--- config.mk ---
export PLATFORM = sky130hd
export DESIGN_NAME = param_regs
export DESIGN_NICKNAME = d
export VERILOG_FILES = /design/src/common/cn_node_pkg.sv /design/src/rtl/param_regs.sv
export VERILOG_INCLUDE_DIRS = /design/src /design/src/common
export SDC_FILE = /design/constraint.sdc
export NUM_CORES = 1
export LEC_CHECK = 0
export BUFFER_PORTS_ARGS = -buffer_cell sky130_fd_sc_hd__buf_2
export CAP_MARGIN = 0
export CORE_AREA = 2 2 155 157
export DETAILED_ROUTE_END_ITERATION = 7
export DIE_AREA = 0 0 157 159
export PLACE_DENSITY = 0.83
export SLEW_MARGIN = 25
export SYNTH_ARGS = -nofsm -noshare
export SYNTH_HDL_FRONTEND = slang
export SYNTH_SLANG_ARGS = --single-unit
--- constraint.sdc ---
create_clock -name ep50trig -period 7.4 [get_ports ep50trig]
set_input_delay 0.74 -clock ep50trig [delete_from_list [all_inputs] [get_ports ep50trig]]
set_output_delay 0.74 -clock ep50trig [all_outputs]
set_load 0.01 [all_outputs]
--- src/common/cn_node_defs.svh ---
`ifndef CN_NODE_DEFS_SVH
`define CN_NODE_DEFS_SVH

`define CN_DW          32              // axi data and parameter width

// register map, byte addresses
`define CN_A_LTP       32'h0000_0000
`define CN_A_LTD       32'h0000_0004
`define CN_A_PDELTA    32'h0000_0008
`define CN_A_GAIN      32'h0000_000C
`define CN_A_DIV       32'h0000_0010
`define CN_A_DRIVE     32'h0000_0014
`define CN_A_VMEM      32'h0000_0018   // read only
`define CN_A_SCOUNT    32'h0000_001C   // read only

`define CN_GAIN_RST    32'd1           // unity synaptic gain
`define CN_DIV_RST     32'd2           // step every 3 clocks after reset
`define CN_RESP_OKAY   2'b00
`define CN_RESP_SLVERR 2'b10

`define CN_STEPS       128             // neuron steps per sim tick

// neuron constants, signed q16.16
`define CN_V_REST      32'shFFBF_0000  // -65 mV
`define CN_V_PEAK      32'sh001E_0000  // +30 mV
`define CN_V_RESET     32'shFFBF_0000  // c = -65
`define CN_U_JUMP      32'sh0008_0000  // d = 8

`endif

--- src/common/cn_node_pkg.sv ---
`include "cn_node_defs.svh"

package cn_node_pkg;

    // learning and gain words shared by all synapses
    typedef struct packed {
        logic [`CN_DW-1:0] ltp;      // potentiation step
        logic [`CN_DW-1:0] ltd;      // depression step
        logic [`CN_DW-1:0] p_delta;  // fixed current kick per pre spike
        logic [`CN_DW-1:0] gain;     // current multiplier
    } syn_params_t;

    typedef struct packed {
        syn_params_t       syn;
        logic [`CN_DW-1:0] drive;    // extra drive current, q16.16
        logic [`CN_DW-1:0] div;      // clocks per step minus one
    } node_params_t;

    // host to dut
    typedef struct packed {
        logic [`CN_DW-1:0]   awaddr;
        logic                awvalid;
        logic [`CN_DW-1:0]   wdata;
        logic [`CN_DW/8-1:0] wstrb;
        logic                wvalid;
        logic                bready;
        logic [`CN_DW-1:0]   araddr;
        logic                arvalid;
        logic                rready;
    } axil_req_t;

    // dut to host
    typedef struct packed {
        logic              awready;
        logic              wready;
        logic [1:0]        bresp;
        logic              bvalid;
        logic              arready;
        logic [`CN_DW-1:0] rdata;
        logic [1:0]        rresp;
        logic              rvalid;
    } axil_rsp_t;

    typedef struct packed {
        logic step;  // one neuron update
        logic tick;  // end of sim tick, always with step
    } tick_t;

endpackage

--- src/rtl/param_regs.sv ---
`timescale 1ns/1ps
`include "cn_node_defs.svh"

module param_regs import cn_node_pkg::*; (
    input  logic              ep50trig,
    input  logic              reset_global,
    input  axil_req_t         i_axil,
    output axil_rsp_t         o_axil,
    input  logic [`CN_DW-1:0] i_vmem,    // membrane potential
    input  logic [`CN_DW-1:0] i_scount,  // last complete spike count
    output node_params_t      o_params
);

    node_params_t      params;
    logic              bvalid;
    logic [1:0]        bresp;
    logic              rvalid;
    logic [1:0]        rresp;
    logic [`CN_DW-1:0] rdata;
    logic [`CN_DW-1:0] rd_word;
    logic              rd_err;
    logic              wr_go;
    logic              rd_go;

    // merge the strobed bytes of a write into the old word
    function automatic logic [`CN_DW-1:0] merge_strb(input logic [`CN_DW-1:0]   old_w,
                                                     input logic [`CN_DW-1:0]   new_w,
                                                     input logic [`CN_DW/8-1:0] strb);
        logic [`CN_DW-1:0] res;
        res = old_w;
        for (int b = 0; b < `CN_DW/8; b++) begin
            if (strb[b]) begin
                res[8*b +: 8] = new_w[8*b +: 8];
            end
        end
        return res;
    endfunction

    assign wr_go = i_axil.awvalid & i_axil.wvalid & ~bvalid;  // aw and w taken together
    assign rd_go = i_axil.arvalid & ~rvalid;

    always_comb begin
        rd_word = '0;
        rd_err  = 1'b0;
        case (i_axil.araddr)
            `CN_A_LTP:    rd_word = params.syn.ltp;
            `CN_A_LTD:    rd_word = params.syn.ltd;
            `CN_A_PDELTA: rd_word = params.syn.p_delta;
            `CN_A_GAIN:   rd_word = params.syn.gain;
            `CN_A_DIV:    rd_word = params.div;
            `CN_A_DRIVE:  rd_word = params.drive;
            `CN_A_VMEM:   rd_word = i_vmem;
            `CN_A_SCOUNT: rd_word = i_scount;
            default:      rd_err  = 1'b1;  // unmapped
        endcase
    end

    // write channel and register file
    always_ff @(posedge ep50trig or posedge reset_global) begin
        if (reset_global) begin
            params          <= '0;
            params.syn.gain <= `CN_GAIN_RST;
            params.div      <= `CN_DIV_RST;
            bvalid          <= 1'b0;
            bresp           <= `CN_RESP_OKAY;
        end else if (wr_go) begin
            bvalid <= 1'b1;
            bresp  <= `CN_RESP_OKAY;
            case (i_axil.awaddr)
                `CN_A_LTP: params.syn.ltp <=
                    merge_strb(params.syn.ltp, i_axil.wdata, i_axil.wstrb);
                `CN_A_LTD: params.syn.ltd <=
                    merge_strb(params.syn.ltd, i_axil.wdata, i_axil.wstrb);
                `CN_A_PDELTA: params.syn.p_delta <=
                    merge_strb(params.syn.p_delta, i_axil.wdata, i_axil.wstrb);
                `CN_A_GAIN: params.syn.gain <=
                    merge_strb(params.syn.gain, i_axil.wdata, i_axil.wstrb);
                `CN_A_DIV:   params.div <= merge_strb(params.div, i_axil.wdata, i_axil.wstrb);
                `CN_A_DRIVE: params.drive <=
                    merge_strb(params.drive, i_axil.wdata, i_axil.wstrb);
                default: bresp <= `CN_RESP_SLVERR;  // status words and holes are not writable
            endcase
        end else if (i_axil.bready) begin
            bvalid <= 1'b0;
        end
    end

    // read channel control
    always_ff @(posedge ep50trig or posedge reset_global) begin
        if (reset_global) begin
            rvalid <= 1'b0;
            rresp  <= `CN_RESP_OKAY;
        end else if (rd_go) begin
            rvalid <= 1'b1;
            rresp  <= rd_err ? `CN_RESP_SLVERR : `CN_RESP_OKAY;
        end else if (i_axil.rready) begin
            rvalid <= 1'b0;
        end
    end

    always_ff @(posedge ep50trig) begin
        if (rd_go) begin
            rdata <= rd_word;  // sampled at accept, held while rvalid waits
        end
    end

    always_comb begin
        o_axil         = '0;
        o_axil.awready = ~bvalid;  // a pending response stalls the next write
        o_axil.wready  = ~bvalid;
        o_axil.bvalid  = bvalid;
        o_axil.bresp   = bresp;
        o_axil.arready = ~rvalid;
        o_axil.rvalid  = rvalid;
        o_axil.rresp   = rresp;
        o_axil.rdata   = rdata;
    end

    assign o_params = params;

    // host must see the write response until it takes it
    a_bvalid_hold: assert property (@(posedge ep50trig) disable iff (reset_global)
        bvalid && !i_axil.bready |=> bvalid);

endmodule

==> insert_results.sql, run 1 <==
INSERT INTO impl_metrics (metric_group, metric, value, unit) VALUES
('cells_and_area', 'net_count_final', '1335', ''),
('logic_synthesis', 'post_synth_num_cell_types', '46', ''),
('sta', 'min_period_over_period', '38.14', '%'),
('logic_synthesis', 'asyncSetResetFlopFracSynth', '85.96', '%'),
('place', 'globalplace.congestion', '0.8379', ''),
('logic_synthesis', 'synth_area', '10810', 'um2'),
('setup_path', 'cp_max_fo', '19', ''),
('global_routing', 'maximum_number_of_pins_on_one_net_before_global_route_repair', '120', ''),
('setup_path', 'path_cells', 'buf_2 > nor4_2 > and3_1 > nand4_1 > mux2_2', ''),
('cells_and_area', 'fraction_of_final_layout_cells_with_drive_strength_greater_than_1', '59.73', '%'),
('sta', 'timing.fmax', '0.3543', 'GHz'),
('setup_path', 'timing.rr.start', 'bvalid', ''),
('job', 'max_cap_viol_count', '0', ''),
('pwr', 'fin_total_pwr', '2.736', 'mW'),
('route', 'drc_errors', '0', ''),
('clock_network', 'htreeDepth', '1', ''),
('status', 'outcome', 'completed', ''),
('global_routing', 'grt_pass1_vias', '8988', ''),
('cells_and_area', 'diodes', '0', ''),
('clock_network', 'cts_hold_buffers', '0', ''),
('global_routing', 'grt_use_met3', '5.362', '%'),
('floorplanning', 'core-area', '23190', 'um2'),
('clock_network', 'clk_path_buf_depth', '3', ''),
('clock_network', 'cts_inserted_buffers', '25', ''),
('setup_path', 'critical_path.endpoint_type', 'register', ''),
('sta', 'timing.final.setup_violations', '0', ''),
('cells_and_area', 'final_core_util', '59.96', '%'),
('cells_and_area', 'layout.cells.most_common', 'sky130_fd_sc_hd__buf_2', ''),
('global_routing', 'gr-max-usage-layer', 'met2', ''),
('sta', 'min_period', '2823', 'ps'),
('sta', 'final_hold_viol_count', '0', ''),
('sta', 'rsz0062_at_grt', 'no', ''),
('floorplanning', 'placementRows', '56', ''),
('sta', 'worstMarginPinSlew', '1027', 'ps'),
('logic_synthesis', 'edff_count_synth', '32', ''),
('pwr', 'leakage_power', '7.371', 'nW'),
('floorplanning', 'die-width', '157', 'um'),
('clock_network', 'post_cts.repair.setup_buffers', '0', ''),
('sta', 'slew_headroom', '31.50', '%'),
('setup_path', 'cp-start-kind', 'primary input', ''),
('setup_path', 'cp-startpoint', 'i_axil[78]', ''),
('global_routing', 'grt_remaining_overflow', '0', ''),
('route', 'detail_route.iter0.violations', '636', ''),
('setup_path', 'worst_endpoint_required_time', '7800', 'ps'),
('setup_path', 'path_depth_of_the_worst_reg2reg_path', '4', ''),
('pwr', 'cellPowerDensity', '196.8', 'nW/um2'),
('setup_path', 'critical_path.slowest_cell', 'sky130_fd_sc_hd__and3_1', ''),
('cells_and_area', 'layout_common_cells', '400 x sky130_fd_sc_hd__buf_2, 217 x sky130_fd_sc_hd__mux2_2, 194 x sky130_fd_sc_hd__dfrtp_1', ''),
('cells_and_area', 'flow.area_growth_from_synthesis', '28.69', '%'),
('cells_and_area', 'instances_no_fill', '1501', ''),
('logic_synthesis', 'syn_inst', '779', ''),
('clock_network', 'cts_root_buffer', 'sky130_fd_sc_hd__clkbuf_16', ''),
('clock_network', 'tritoncts', 'done', ''),
('global_routing', 'antenna_found_initial', '1', ''),
('sta', 'hold_slack', '361.1', 'ps'),
('clock_network', 'clk_latency', '520', 'ps'),
('setup_path', 'critPathKind', 'primary input to register', ''),
('place', 'place.port_buffers', '401', ''),
('global_routing', 'globalRouteTotalUtil', '26.76', '%'),
('floorplanning', 'start_util', '46.59', '%'),
('global_routing', 'grtUsageMet2', '45.51', '%'),
('logic_synthesis', 'syn_area_per_cell', '13.87', 'um2'),
('logic_synthesis', 'synth_top_flop_cell', 'sky130_fd_sc_hd__dfrtp_1', ''),
('place', 'hpwl', '23560', 'um'),
('logic_synthesis', 'yosysWarningCount', '0', ''),
('hold_path', 'worst_min_delay_path_category', 'primary input to asynchronous set/reset pin', ''),
('logic_synthesis', 'share_of_the_yosys_chip_area_belonging_to_registers', '54.31', '%'),
('pwr', 'max_ir_drop_vdd', '0.1683', 'mV'),
('route', 'viasPerCell', '5.876', ''),
('route', 'post_drt_wl_per_cell', '22.82', 'um'),
('global_routing', 'grt_pass1_wl', '52040', 'um');
-- power breakdown --
group / internal [mW] / switching [mW] / leakage (nW)
Clock: 0.752 / 0.503 / 0.405
Combinational: 0.0684 / 0.124 / 3.93
Sequential: 1.29 / 0.00429 / 3.03
Total: 2.11 / 0.631 / 7.37
-- per-stage QoR --
stage          instance area, um2  setup slack, ps
2_1_floorplan               10810             1323
3_3_place_gp                13080             4095
3_5_place_dp                13080             4016
4_1_cts                     13900             4566
5_1_grt                     13910             4355
6_report                    13910             4577
-- synth_stat cells (3+ instances only) --
cell	number	share of area (%)
sky130_fd_sc_hd__and3_1	3	0.17
sky130_fd_sc_hd__buf_4	7	0.49
sky130_fd_sc_hd__o21ai_0	32	1.5
sky130_fd_sc_hd__buf_1	7	0.24
sky130_fd_sc_hd__clkbuf_1	33	1.1
sky130_fd_sc_hd__nor4_4	8	1.6
sky130_fd_sc_hd__a211oi_1	31	2.2
sky130_fd_sc_hd__nor2_1	3	0.10
sky130_fd_sc_hd__mux2i_1	32	3.0
sky130_fd_sc_hd__mux2_2	217	23
sky130_fd_sc_hd__edfxtp_1	32	8.9
sky130_fd_sc_hd__nand4_1	10	0.58
sky130_fd_sc_hd__dfrtp_1	194	45
sky130_fd_sc_hd__mux2_4	8	1.1
sky130_fd_sc_hd__buf_2	6	0.28
sky130_fd_sc_hd__nor3_1	5	0.23
sky130_fd_sc_hd__a221oi_1	63	5.1
sky130_fd_sc_hd__inv_1	3	0.10
sky130_fd_sc_hd__nand4_2	9	1.0
sky130_fd_sc_hd__nor4_1	6	0.35
sky130_fd_sc_hd__nand2_1	36	1.3
-- registers in the layout (all words and copies together) (netlist names) --
register and count:
o_params 192, rvalid 1, bresp 1, rdata 32, bvalid 1, rresp 1
-- final cells by class --
class                      count  area [um2]
tap                          319       399.1
clock buffer                  37       732.0
inverter                       3       18.77
fill                        1833        9286
clock inverter                 8       91.34
timing repair buffer         412        2096
sequential                   228        5868
multi-input combinational    494        4701
-- per-layer routing --
metal | routed length (um) | part of all wire (%) | vias up
met4 | 1032 | 3.0 | 2
li1 | - | - | 3806
met1 | 13030 | 38 | 4406
met3 | 3109 | 9.1 | 87
met5 | 13 | 0.038 | -
met2 | 17060 | 50 | 519
-- cell families (layout without fill, tap and decap cells) --
kind of cell / count (synthesis) / count (layout) / share of synthesized area, %
compound gates: 131 / 131 / 9.101
mux: 257 / 257 / 26.69
simple gates: 104 / 104 / 7.457
buf+inv: 58 / 460 / 2.409
flops: 228 / 228 / 54.31
other cells: 1 / 2 / 0.03470
-- critical path: cells and delay by family --
family        cells  cell delay (ps)
buf+inv           1              100
mux               1              460
simple gates      3             1900
-- worst max path at each step --
stage / end / cells after the start
after floorplan: bresp[1] / 1
after global placement: o_params[97] / 5
after detailed placement: o_params[158] / 5
after CTS: o_params[158] / 5
after global routing: o_params[158] / 5
final: o_params[155] / 5
Power figures use the tool's default switching activity.
==> run 2, diff against run 1 <==
- clock period: 7.4 -> 2.8 ns (I/O delays scaled with it)
==> run 2 against run 1 <==
Compared with the run above: combinational power grew to 2.7 times the previous value; routed wire length is 0.84% higher; hold slack worse by 300 ps; register-to-register slack worse by 4100 ps; clock power grew to 2.8 times the previous value; design area is 2.0% higher; sequential power grew to 2.6 times the previous value; sequential share of layout area is 0.82 points lower; critical path type is now register to register; critical endpoint is now o_params[57]; highest routed layer unchanged.
==> insert_results.sql, run 2 (synthesis results as in run 1) <==
INSERT INTO impl_metrics (metric_group, metric, value, unit) VALUES
('route', 'drt_first_pass_iters', '5', ''),
('place', 'placed_cells', '1473', ''),
('setup_path', 'cp-start-kind', 'register', ''),
('clock_network', 'htreeDepth', '1', ''),
('cells_and_area', 'final_core_util', '61.15', '%'),
('floorplanning', 'height_of_the_die', '159', 'um'),
('cells_and_area', 'layout_common_cells', '400 x sky130_fd_sc_hd__buf_2, 217 x sky130_fd_sc_hd__mux2_2, 194 x sky130_fd_sc_hd__dfrtp_1', ''),
('sta', 'final_hold_viol_count', '0', ''),
('pwr', 'max_ir_drop_vdd', '0.3802', 'mV'),
('cells_and_area', 'max_ffs_per_register', '192', ''),
('cells_and_area', 'instances_no_fill', '1525', ''),
('sta', 'timing.final.setup_violations', '0', ''),
('setup_path', 'regToRegSetupSlack', '650', 'ps'),
('setup_path', 'critical_path.endpoint_type', 'register', ''),
('global_routing', 'grt_remaining_overflow', '0', ''),
('floorplanning', 'core-area', '23190', 'um2'),
('place', 'placedInstanceArea', '13270', 'um2'),
('pwr', 'fin_total_pwr', '7.431', 'mW'),
('route', 'detail_route.iter0.violations', '523', ''),
('setup_path', 'crit_buf_inv', '1', ''),
('place', 'dpl_worst_slack', '333.3', 'ps'),
('cells_and_area', 'filler_cell_count', '1790', ''),
('sta', 'timing.fmax', '0.4642', 'GHz'),
('sta', 'worstMarginPinSlew', '809.3', 'ps'),
('status', 'outcome', 'completed', ''),
('clock_network', 'cts-resized-gates', '0', ''),
('global_routing', 'maximum_number_of_pins_on_one_net_before_global_route_repair', '96', ''),
('sta', 'slew_headroom', '45.93', '%'),
('sta', 'rsz0062_at_grt', 'no', ''),
('hold_path', 'holdPathStages', '2', ''),
('clock_network', 'clk_latency', '530', 'ps'),
('floorplanning', 'design.die.area', '24960', 'um2'),
('route', 'viasPerCell', '5.806', ''),
('route', 'detailroute.via_count', '8854', ''),
('setup_path', 'critPathTopFamily', 'simple AND/OR/NAND/NOR gates', ''),
('floorplanning', 'start_util', '46.59', '%'),
('route', 'post_drt_wl_per_cell', '22.65', 'um'),
('route', 'drc_errors', '0', ''),
('setup_path', 'critPathKind', 'register to register', ''),
('cells_and_area', 'layout.cells.most_common', 'sky130_fd_sc_hd__buf_2', ''),
('setup_path', 'critical_path.slowest_cell', 'sky130_fd_sc_hd__and3b_1', ''),
('setup_path', 'path_depth_of_the_worst_reg2reg_path', '5', ''),
('clock_network', 'clock_sink_count', '228', ''),
('pwr', 'leakage_power', '7.507', 'nW'),
('cells_and_area', 'fraction_of_final_layout_cells_with_drive_strength_greater_than_1', '60.17', '%'),
('pwr', 'cellPowerDensity', '523.9', 'nW/um2'),
('sta', 'worst_clock_skew', '14.46', 'ps'),
('clock_network', 'cts_root_buffer', 'sky130_fd_sc_hd__clkbuf_16', ''),
('floorplanning', 'die-width', '157', 'um'),
('cells_and_area', 'net_count_final', '1356', ''),
('global_routing', 'globalRouteTotalUtil', '26.77', '%'),
('route', 'drt.antenna.violating_nets', '0', ''),
('global_routing', 'grt_pass1_wl', '51950', 'um'),
('clock_network', 'path_clk_slew', '60', 'ps'),
('cells_and_area', 'regArea', '5868', 'um2'),
('setup_path', 'worst_endpoint_required_time', '3200', 'ps'),
('place', 'hpwl', '23960', 'um'),
('hold_path', 'worstHoldEndpoint', 'o_params[115]', ''),
('hold_path', 'hold_start', 'i_axil[59]', ''),
('setup_path', 'timing.rr.start', 'bvalid', ''),
('sta', 'min_period_over_period', '76.93', '%'),
('clock_network', 'cts_inserted_buffers', '26', ''),
('place', 'place.port_buffers', '401', ''),
('sta', 'smallest_setup_slack_after_layout', '645.9', 'ps'),
('setup_path', 'path_cells', 'and3b_1 > and2_1 > nor4b_4 > buf_4 > mux2_2', ''),
('setup_path', 'critPathArrivalTime', '2560', 'ps'),
('global_routing', 'grt_pass1_vias', '9029', ''),
('route', 'route.final.wire_length', '34540', 'um'),
('clock_network', 'clk_path_buf_depth', '3', ''),
('global_routing', 'antenna_found_initial', '3', ''),
('hold_path', 'worst_min_delay_path_category', 'primary input to register', ''),
('clock_network', 'tritoncts', 'done', ''),
('floorplanning', 'placementRows', '56', ''),
('sta', 'min_period', '2154', 'ps'),
('floorplanning', 'floorplan.io_pins', '404', ''),
('setup_path', 'crit-reg2reg-capture', 'o_params[57]', ''),
('cells_and_area', 'post-route-cell-area', '14180', 'um2'),
('cells_and_area', 'multi_input_comb_area', '4701', 'um2'),
('setup_path', 'cp_max_fo', '9', ''),
('job', 'max_cap_viol_count', '0', ''),
('setup_path', 'crit_path_max_incr_delay', '460', 'ps'),
('place', 'globalplace.congestion', '0.8205', ''),
('sta', 'final_max_slew_violation_count', '0', ''),
('cells_and_area', 'flow.area_growth_from_synthesis', '31.25', '%');
run 2: routing by layer:
metal  global-route usage (%)  vias up  share of wire [%]  wire length, um
met5                        0        -              0.078               27
li1                         -     3837                  -                -
met4                    7.798        4                2.1              722
met1                    33.18     4460                 38            13070
met3                    4.927       64                8.0             2755
met2                    47.47      489                 52            17970
run 2: metrics by stage:
stage	TNS, ps	hold slack, ps
final	0	64.24
after detailed placement	0	249.6
after global placement	0	246.3
after CTS	0	45.54
after global routing	0	54.93
after floorplan	-2086	365.4
run 2: worst max-delay path by stage:
| stage | start | end | slack [ps] | depth (start not counted) |
|---|---|---|---|---|
| 2_1_floorplan | reset_global | bresp[1] | -10 | 1 |
| 3_3_place_gp | i_axil[99] | o_params[176] | 400 | 5 |
| 3_5_place_dp | i_axil[99] | o_params[181] | 330 | 5 |
| 4_1_cts | bvalid | o_params[58] | 610 | 5 |
| 5_1_grt | bvalid | o_params[181] | 530 | 4 |
| 6_report | bvalid | o_params[57] | 650 | 5 |
run 2: layout make-up:
cell class / count / area share, %
inverters: 3 / 0.1059
clock inverters: 7 / 0.8205
flip-flops and latches: 228 / 41.38
well taps: 319 / 2.814
repair buffers: 432 / 16.30
diodes: 1 / 0.01764
clock buffers: 41 / 5.417
multi-input cells: 494 / 33.15
run 2: worst register-to-register path: stages, from the launching register on:
cell	delay, ps
sky130_fd_sc_hd__dfrtp_1	380
sky130_fd_sc_hd__and3b_1	460
sky130_fd_sc_hd__and2_1	360
sky130_fd_sc_hd__nor4b_4	240
sky130_fd_sc_hd__buf_4	240
sky130_fd_sc_hd__mux2_2	360
run 2: what timing repair did:
item,CTS,global route
hold buffers,3,0
endpoints found under the hold margin,11,0
buffers inserted,0,0
run 2: report_power, final:
part	switching (mW)	internal [mW]	total [mW]	leakage (nW)
clock	1.34	2.16	3.50	0.433
sequential	0.0103	3.40	3.41	3.03
combinational	0.326	0.197	0.523	4.04
total	1.68	5.75	7.43	7.51
==> run 3, diff against run 2 <==
- ABC_AREA: default -> 1
- CORE_AREA: 2 2 155 157 -> 2 2 159 161
- DIE_AREA: 0 0 157 159 -> 0 0 161 163
- clock period: 2.8 -> 2 ns (I/O delays scaled with it)
==> run 3 against run 2 <==
Compared with the run above: power is 37% higher; maximum frequency is 16% higher; sequential share of layout area is 2.6 points lower; global-route usage is 4.2 points higher; design area is 6.8% higher.
==> insert_results.sql, run 3 <==
INSERT INTO impl_metrics (metric_group, metric, value, unit) VALUES
('status', 'outcome', 'completed', ''),
('global_routing', 'use_met1', '38.91', '%'),
('clock_network', 'post_cts.repair.setup_buffers', '0', ''),
('clock_network', 'cts_inserted_buffers', '25', ''),
('sta', 'rsz0062_at_grt', 'yes', ''),
('logic_synthesis', 'synth.mux.area_fraction', '0', '%'),
('pwr', 'leakage_power', '8.451', 'nW'),
('sta', 'worst_clock_skew', '12.92', 'ps'),
('route', 'route.final.wire_length', '41560', 'um'),
('clock_network', 'clk_latency', '530', 'ps'),
('sta', 'min_period_over_period', '92.97', '%'),
('global_routing', 'grtUsageMet2', '51.13', '%'),
('place', 'place.port_buffers', '401', ''),
('logic_synthesis', 'edff_count_synth', '32', ''),
('logic_synthesis', 'yosysWarningCount', '0', ''),
('setup_path', 'critPathArrivalTime', '2250', 'ps'),
('floorplanning', 'design.die.area', '26240', 'um2'),
('route', 'viasPerCell', '5.537', ''),
('global_routing', 'antenna_found_initial', '0', ''),
('global_routing', 'maximum_number_of_pins_on_one_net_before_global_route_repair', '107', ''),
('global_routing', 'globalRouteTotalUtil', '30.99', '%'),
('sta', 'final_hold_viol_count', '0', ''),
('setup_path', 'path_depth_of_the_worst_reg2reg_path', '8', ''),
('setup_path', 'regToRegSetupSlack', '140', 'ps'),
('place', 'globalplace.congestion', '0.9240', ''),
('setup_path', 'critPathKind', 'register to register', ''),
('cells_and_area', 'layout.cells.most_common', 'sky130_fd_sc_hd__nand2_1', ''),
('pwr', 'cellPowerDensity', '672.9', 'nW/um2'),
('logic_synthesis', 'synth_fa_ha_area_share', '0', '%'),
('floorplanning', 'floorplan.io_pins', '404', ''),
('place', 'hpwl', '29130', 'um'),
('floorplanning', 'start_util', '46.98', '%'),
('global_routing', 'grt_remaining_overflow', '0', ''),
('logic_synthesis', 'syn_inst', '1449', ''),
('job', 'max_cap_viol_count', '0', ''),
('route', 'detailroute.via_count', '12260', ''),
('hold_path', 'worst_min_delay_path_category', 'primary input to register', ''),
('logic_synthesis', 'synth_largest_area_cell', 'sky130_fd_sc_hd__dfrtp_1', ''),
('route', 'detail_route.iter0.violations', '1121', ''),
('logic_synthesis', 'synth-compound-area-share', '9.790', '%'),
('cells_and_area', 'flow.area_growth_from_synthesis', '30.69', '%'),
('logic_synthesis', 'netlist_top_cells_area', 'sky130_fd_sc_hd__dfrtp_1 42%, sky130_fd_sc_hd__nand2_1 15%, sky130_fd_sc_hd__nand3_1 9.7%', ''),
('floorplanning', 'height_of_the_die', '163', 'um'),
('global_routing', 'grt_use_met3', '6.392', '%'),
('global_routing', 'gr-max-usage-layer', 'met2', ''),
('hold_path', 'worstHoldEndpoint', 'bresp[1]', ''),
('route', 'drc_errors', '0', ''),
('cells_and_area', 'fraction_of_final_layout_cells_with_drive_strength_greater_than_1', '28.66', '%'),
('logic_synthesis', 'share_of_the_yosys_chip_area_belonging_to_registers', '50.62', '%'),
('setup_path', 'crit-reg2reg-capture', 'o_params[90]', ''),
('clock_network', 'clock_sink_count', '228', ''),
('pwr', 'max_ir_drop_vdd', '0.5145', 'mV'),
('sta', 'worstMarginPinSlew', '566.6', 'ps'),
('cells_and_area', 'layout_common_cells', '457 x sky130_fd_sc_hd__nand2_1, 401 x sky130_fd_sc_hd__buf_2, 224 x sky130_fd_sc_hd__nand3_1', ''),
('logic_synthesis', 'synth_top_area_share', '41.88', '%'),
('setup_path', 'cp_max_fo', '16', ''),
('clock_network', 'cts_root_buffer', 'sky130_fd_sc_hd__clkbuf_16', ''),
('setup_path', 'critical_path.endpoint_type', 'register', ''),
('logic_synthesis', 'synth_top_flop_cell', 'sky130_fd_sc_hd__dfrtp_1', ''),
('hold_path', 'hold_start', 'i_axil[35]', ''),
('setup_path', 'cp-start-kind', 'register', ''),
('sta', 'final_max_slew_violation_count', '0', ''),
('clock_network', 'htreeDepth', '1', ''),
('setup_path', 'cp-startpoint', 'bvalid', ''),
('route', 'post_drt_wl_per_cell', '18.77', 'um'),
('logic_synthesis', 'asyncSetResetFlopFracSynth', '85.96', '%'),
('floorplanning', 'core-area', '24670', 'um2'),
('sta', 'hold_slack', '32.49', 'ps'),
('cells_and_area', 'post-route-cell-area', '15150', 'um2'),
('setup_path', 'worst_endpoint_required_time', '2390', 'ps'),
('sta', 'slew_headroom', '62.15', '%'),
('global_routing', 'grt_pass1_vias', '11960', ''),
('logic_synthesis', 'post_synth_most_frequent_cells', '459 x sky130_fd_sc_hd__nand2_1, 224 x sky130_fd_sc_hd__nand3_1, 194 x sky130_fd_sc_hd__dfrtp_1', ''),
('route', 'drt.antenna.violating_nets', '0', ''),
('logic_synthesis', 'post_synth_num_cell_types', '34', ''),
('cells_and_area', 'max_ffs_per_register', '192', ''),
('logic_synthesis', 'post_synthesis_share_of_cell_area_spent_on_and_or_nand_and_nor_gates', '32.50', '%'),
('sta', 'timing.final.setup_violations', '0', ''),
('setup_path', 'timing.rr.start', 'bvalid', ''),
('sta', 'min_period', '1859', 'ps'),
('place', 'placedInstanceArea', '13920', 'um2'),
('cells_and_area', 'diodes', '0', ''),
('clock_network', 'tritoncts', 'done', ''),
('floorplanning', 'placementRows', '58', ''),
('logic_synthesis', 'yosysMostFrequentCell', 'sky130_fd_sc_hd__nand2_1', ''),
('cells_and_area', 'net_count_final', '2036', ''),
('logic_synthesis', 'synth_area', '11590', 'um2'),
('floorplanning', 'die-width', '161', 'um'),
('clock_network', 'clk_path_buf_depth', '3', ''),
('logic_synthesis', 'synth_xor_xnor_area_share', '0', '%'),
('clock_network', 'path_clk_slew', '60', 'ps'),
('hold_path', 'holdPathStages', '4', ''),
('route', 'drt_first_pass_iters', '5', ''),
('cells_and_area', 'filler_cell_count', '2099', ''),
('logic_synthesis', 'largest_family_of_logic_cells_by_synthesized_area', 'simple AND/OR/NAND/NOR gates', ''),
('sta', 'timing.fmax', '0.5378', 'GHz'),
('logic_synthesis', 'postSynthRegisterBits', '228', ''),
('logic_synthesis', 'syn_area_per_cell', '8.000', 'um2'),
('global_routing', 'grt_pass1_wl', '63830', 'um');
-- run 3: how the worst max path moves through the flow --
stage	end	slack, ps	cells after the start
global placement	o_params[0]	200	10
global route	o_params[67]	-40	7
detailed placement	o_params[1]	100	10
CTS	o_params[174]	100	8
finish	o_params[90]	140	8
floorplan	bresp[1]	-730	1
-- run 3: power breakdown --
part	total [mW]	leakage [nW]	switching (mW)	internal, mW
combinational	0.679	5.17	0.416	0.263
clock	4.73	0.416	1.92	2.82
sequential	4.78	2.87	0.0177	4.76
total	10.2	8.45	2.35	7.84
-- run 3: area by class of cell --
cell class / count / area [um2] / share of cell area [%]
Sequential cell: 228 / 5868 / 38.73
Multi-Input combinational cell: 1051 / 4930 / 32.54
Timing Repair Buffer: 470 / 2758 / 18.20
Clock buffer: 37 / 740.7 / 4.889
Tap cell: 330 / 412.9 / 2.725
Inverter: 89 / 340.3 / 2.246
Clock inverter: 9 / 100.1 / 0.6607
-- run 3: metal layers --
layer / vias up / wire (um)
met5: - / 0
met4: 0 / 2019
met3: 161 / 4362
met2: 822 / 19470
met1: 5721 / 15700
li1: 5556 / -
-- run 3: worst max-delay path, stage by stage (launching register included) --
cell and delay [ps]:
sky130_fd_sc_hd__dfrtp_1 390, sky130_fd_sc_hd__inv_2 80, sky130_fd_sc_hd__nand3_2 100, sky130_fd_sc_hd__inv_2 190, sky130_fd_sc_hd__nand2_1 200, sky130_fd_sc_hd__inv_1 160, sky130_fd_sc_hd__nand2_1 340, sky130_fd_sc_hd__nand2_1 170
sky130_fd_sc_hd__o21ai_1 80
-- run 3: logic make-up (layout without fill, tap and decap cells) --
family,after synthesis,count (layout)
other cells,1,2
simple gates,841,841
flops,228,228
compound gates,208,208
buf+inv,171,605
-- run 3: stage by stage --
step,instances,TNS (ps),util [%],setup slack (ps),power [mW]
2_1_floorplan,1450,-141940,-,-730.8,5.111
3_3_place_gp,2130,0,56.43,200.8,5.462
3_5_place_dp,2130,0,56.43,101.4,5.474
4_1_cts,2214,0,61.38,100.3,10.22
5_1_grt,2214,-102.6,61.40,-37.57,10.48
6_report,2214,0,61.40,140.7,10.19
-- run 3: what timing repair did --
action | 4_1_cts | 5_1_grt
resized for setup | 0 | 2
hold endpoints to repair | 107 | 0
hold buffers | 38 | 0
setup endpoints to repair | 0 | 17
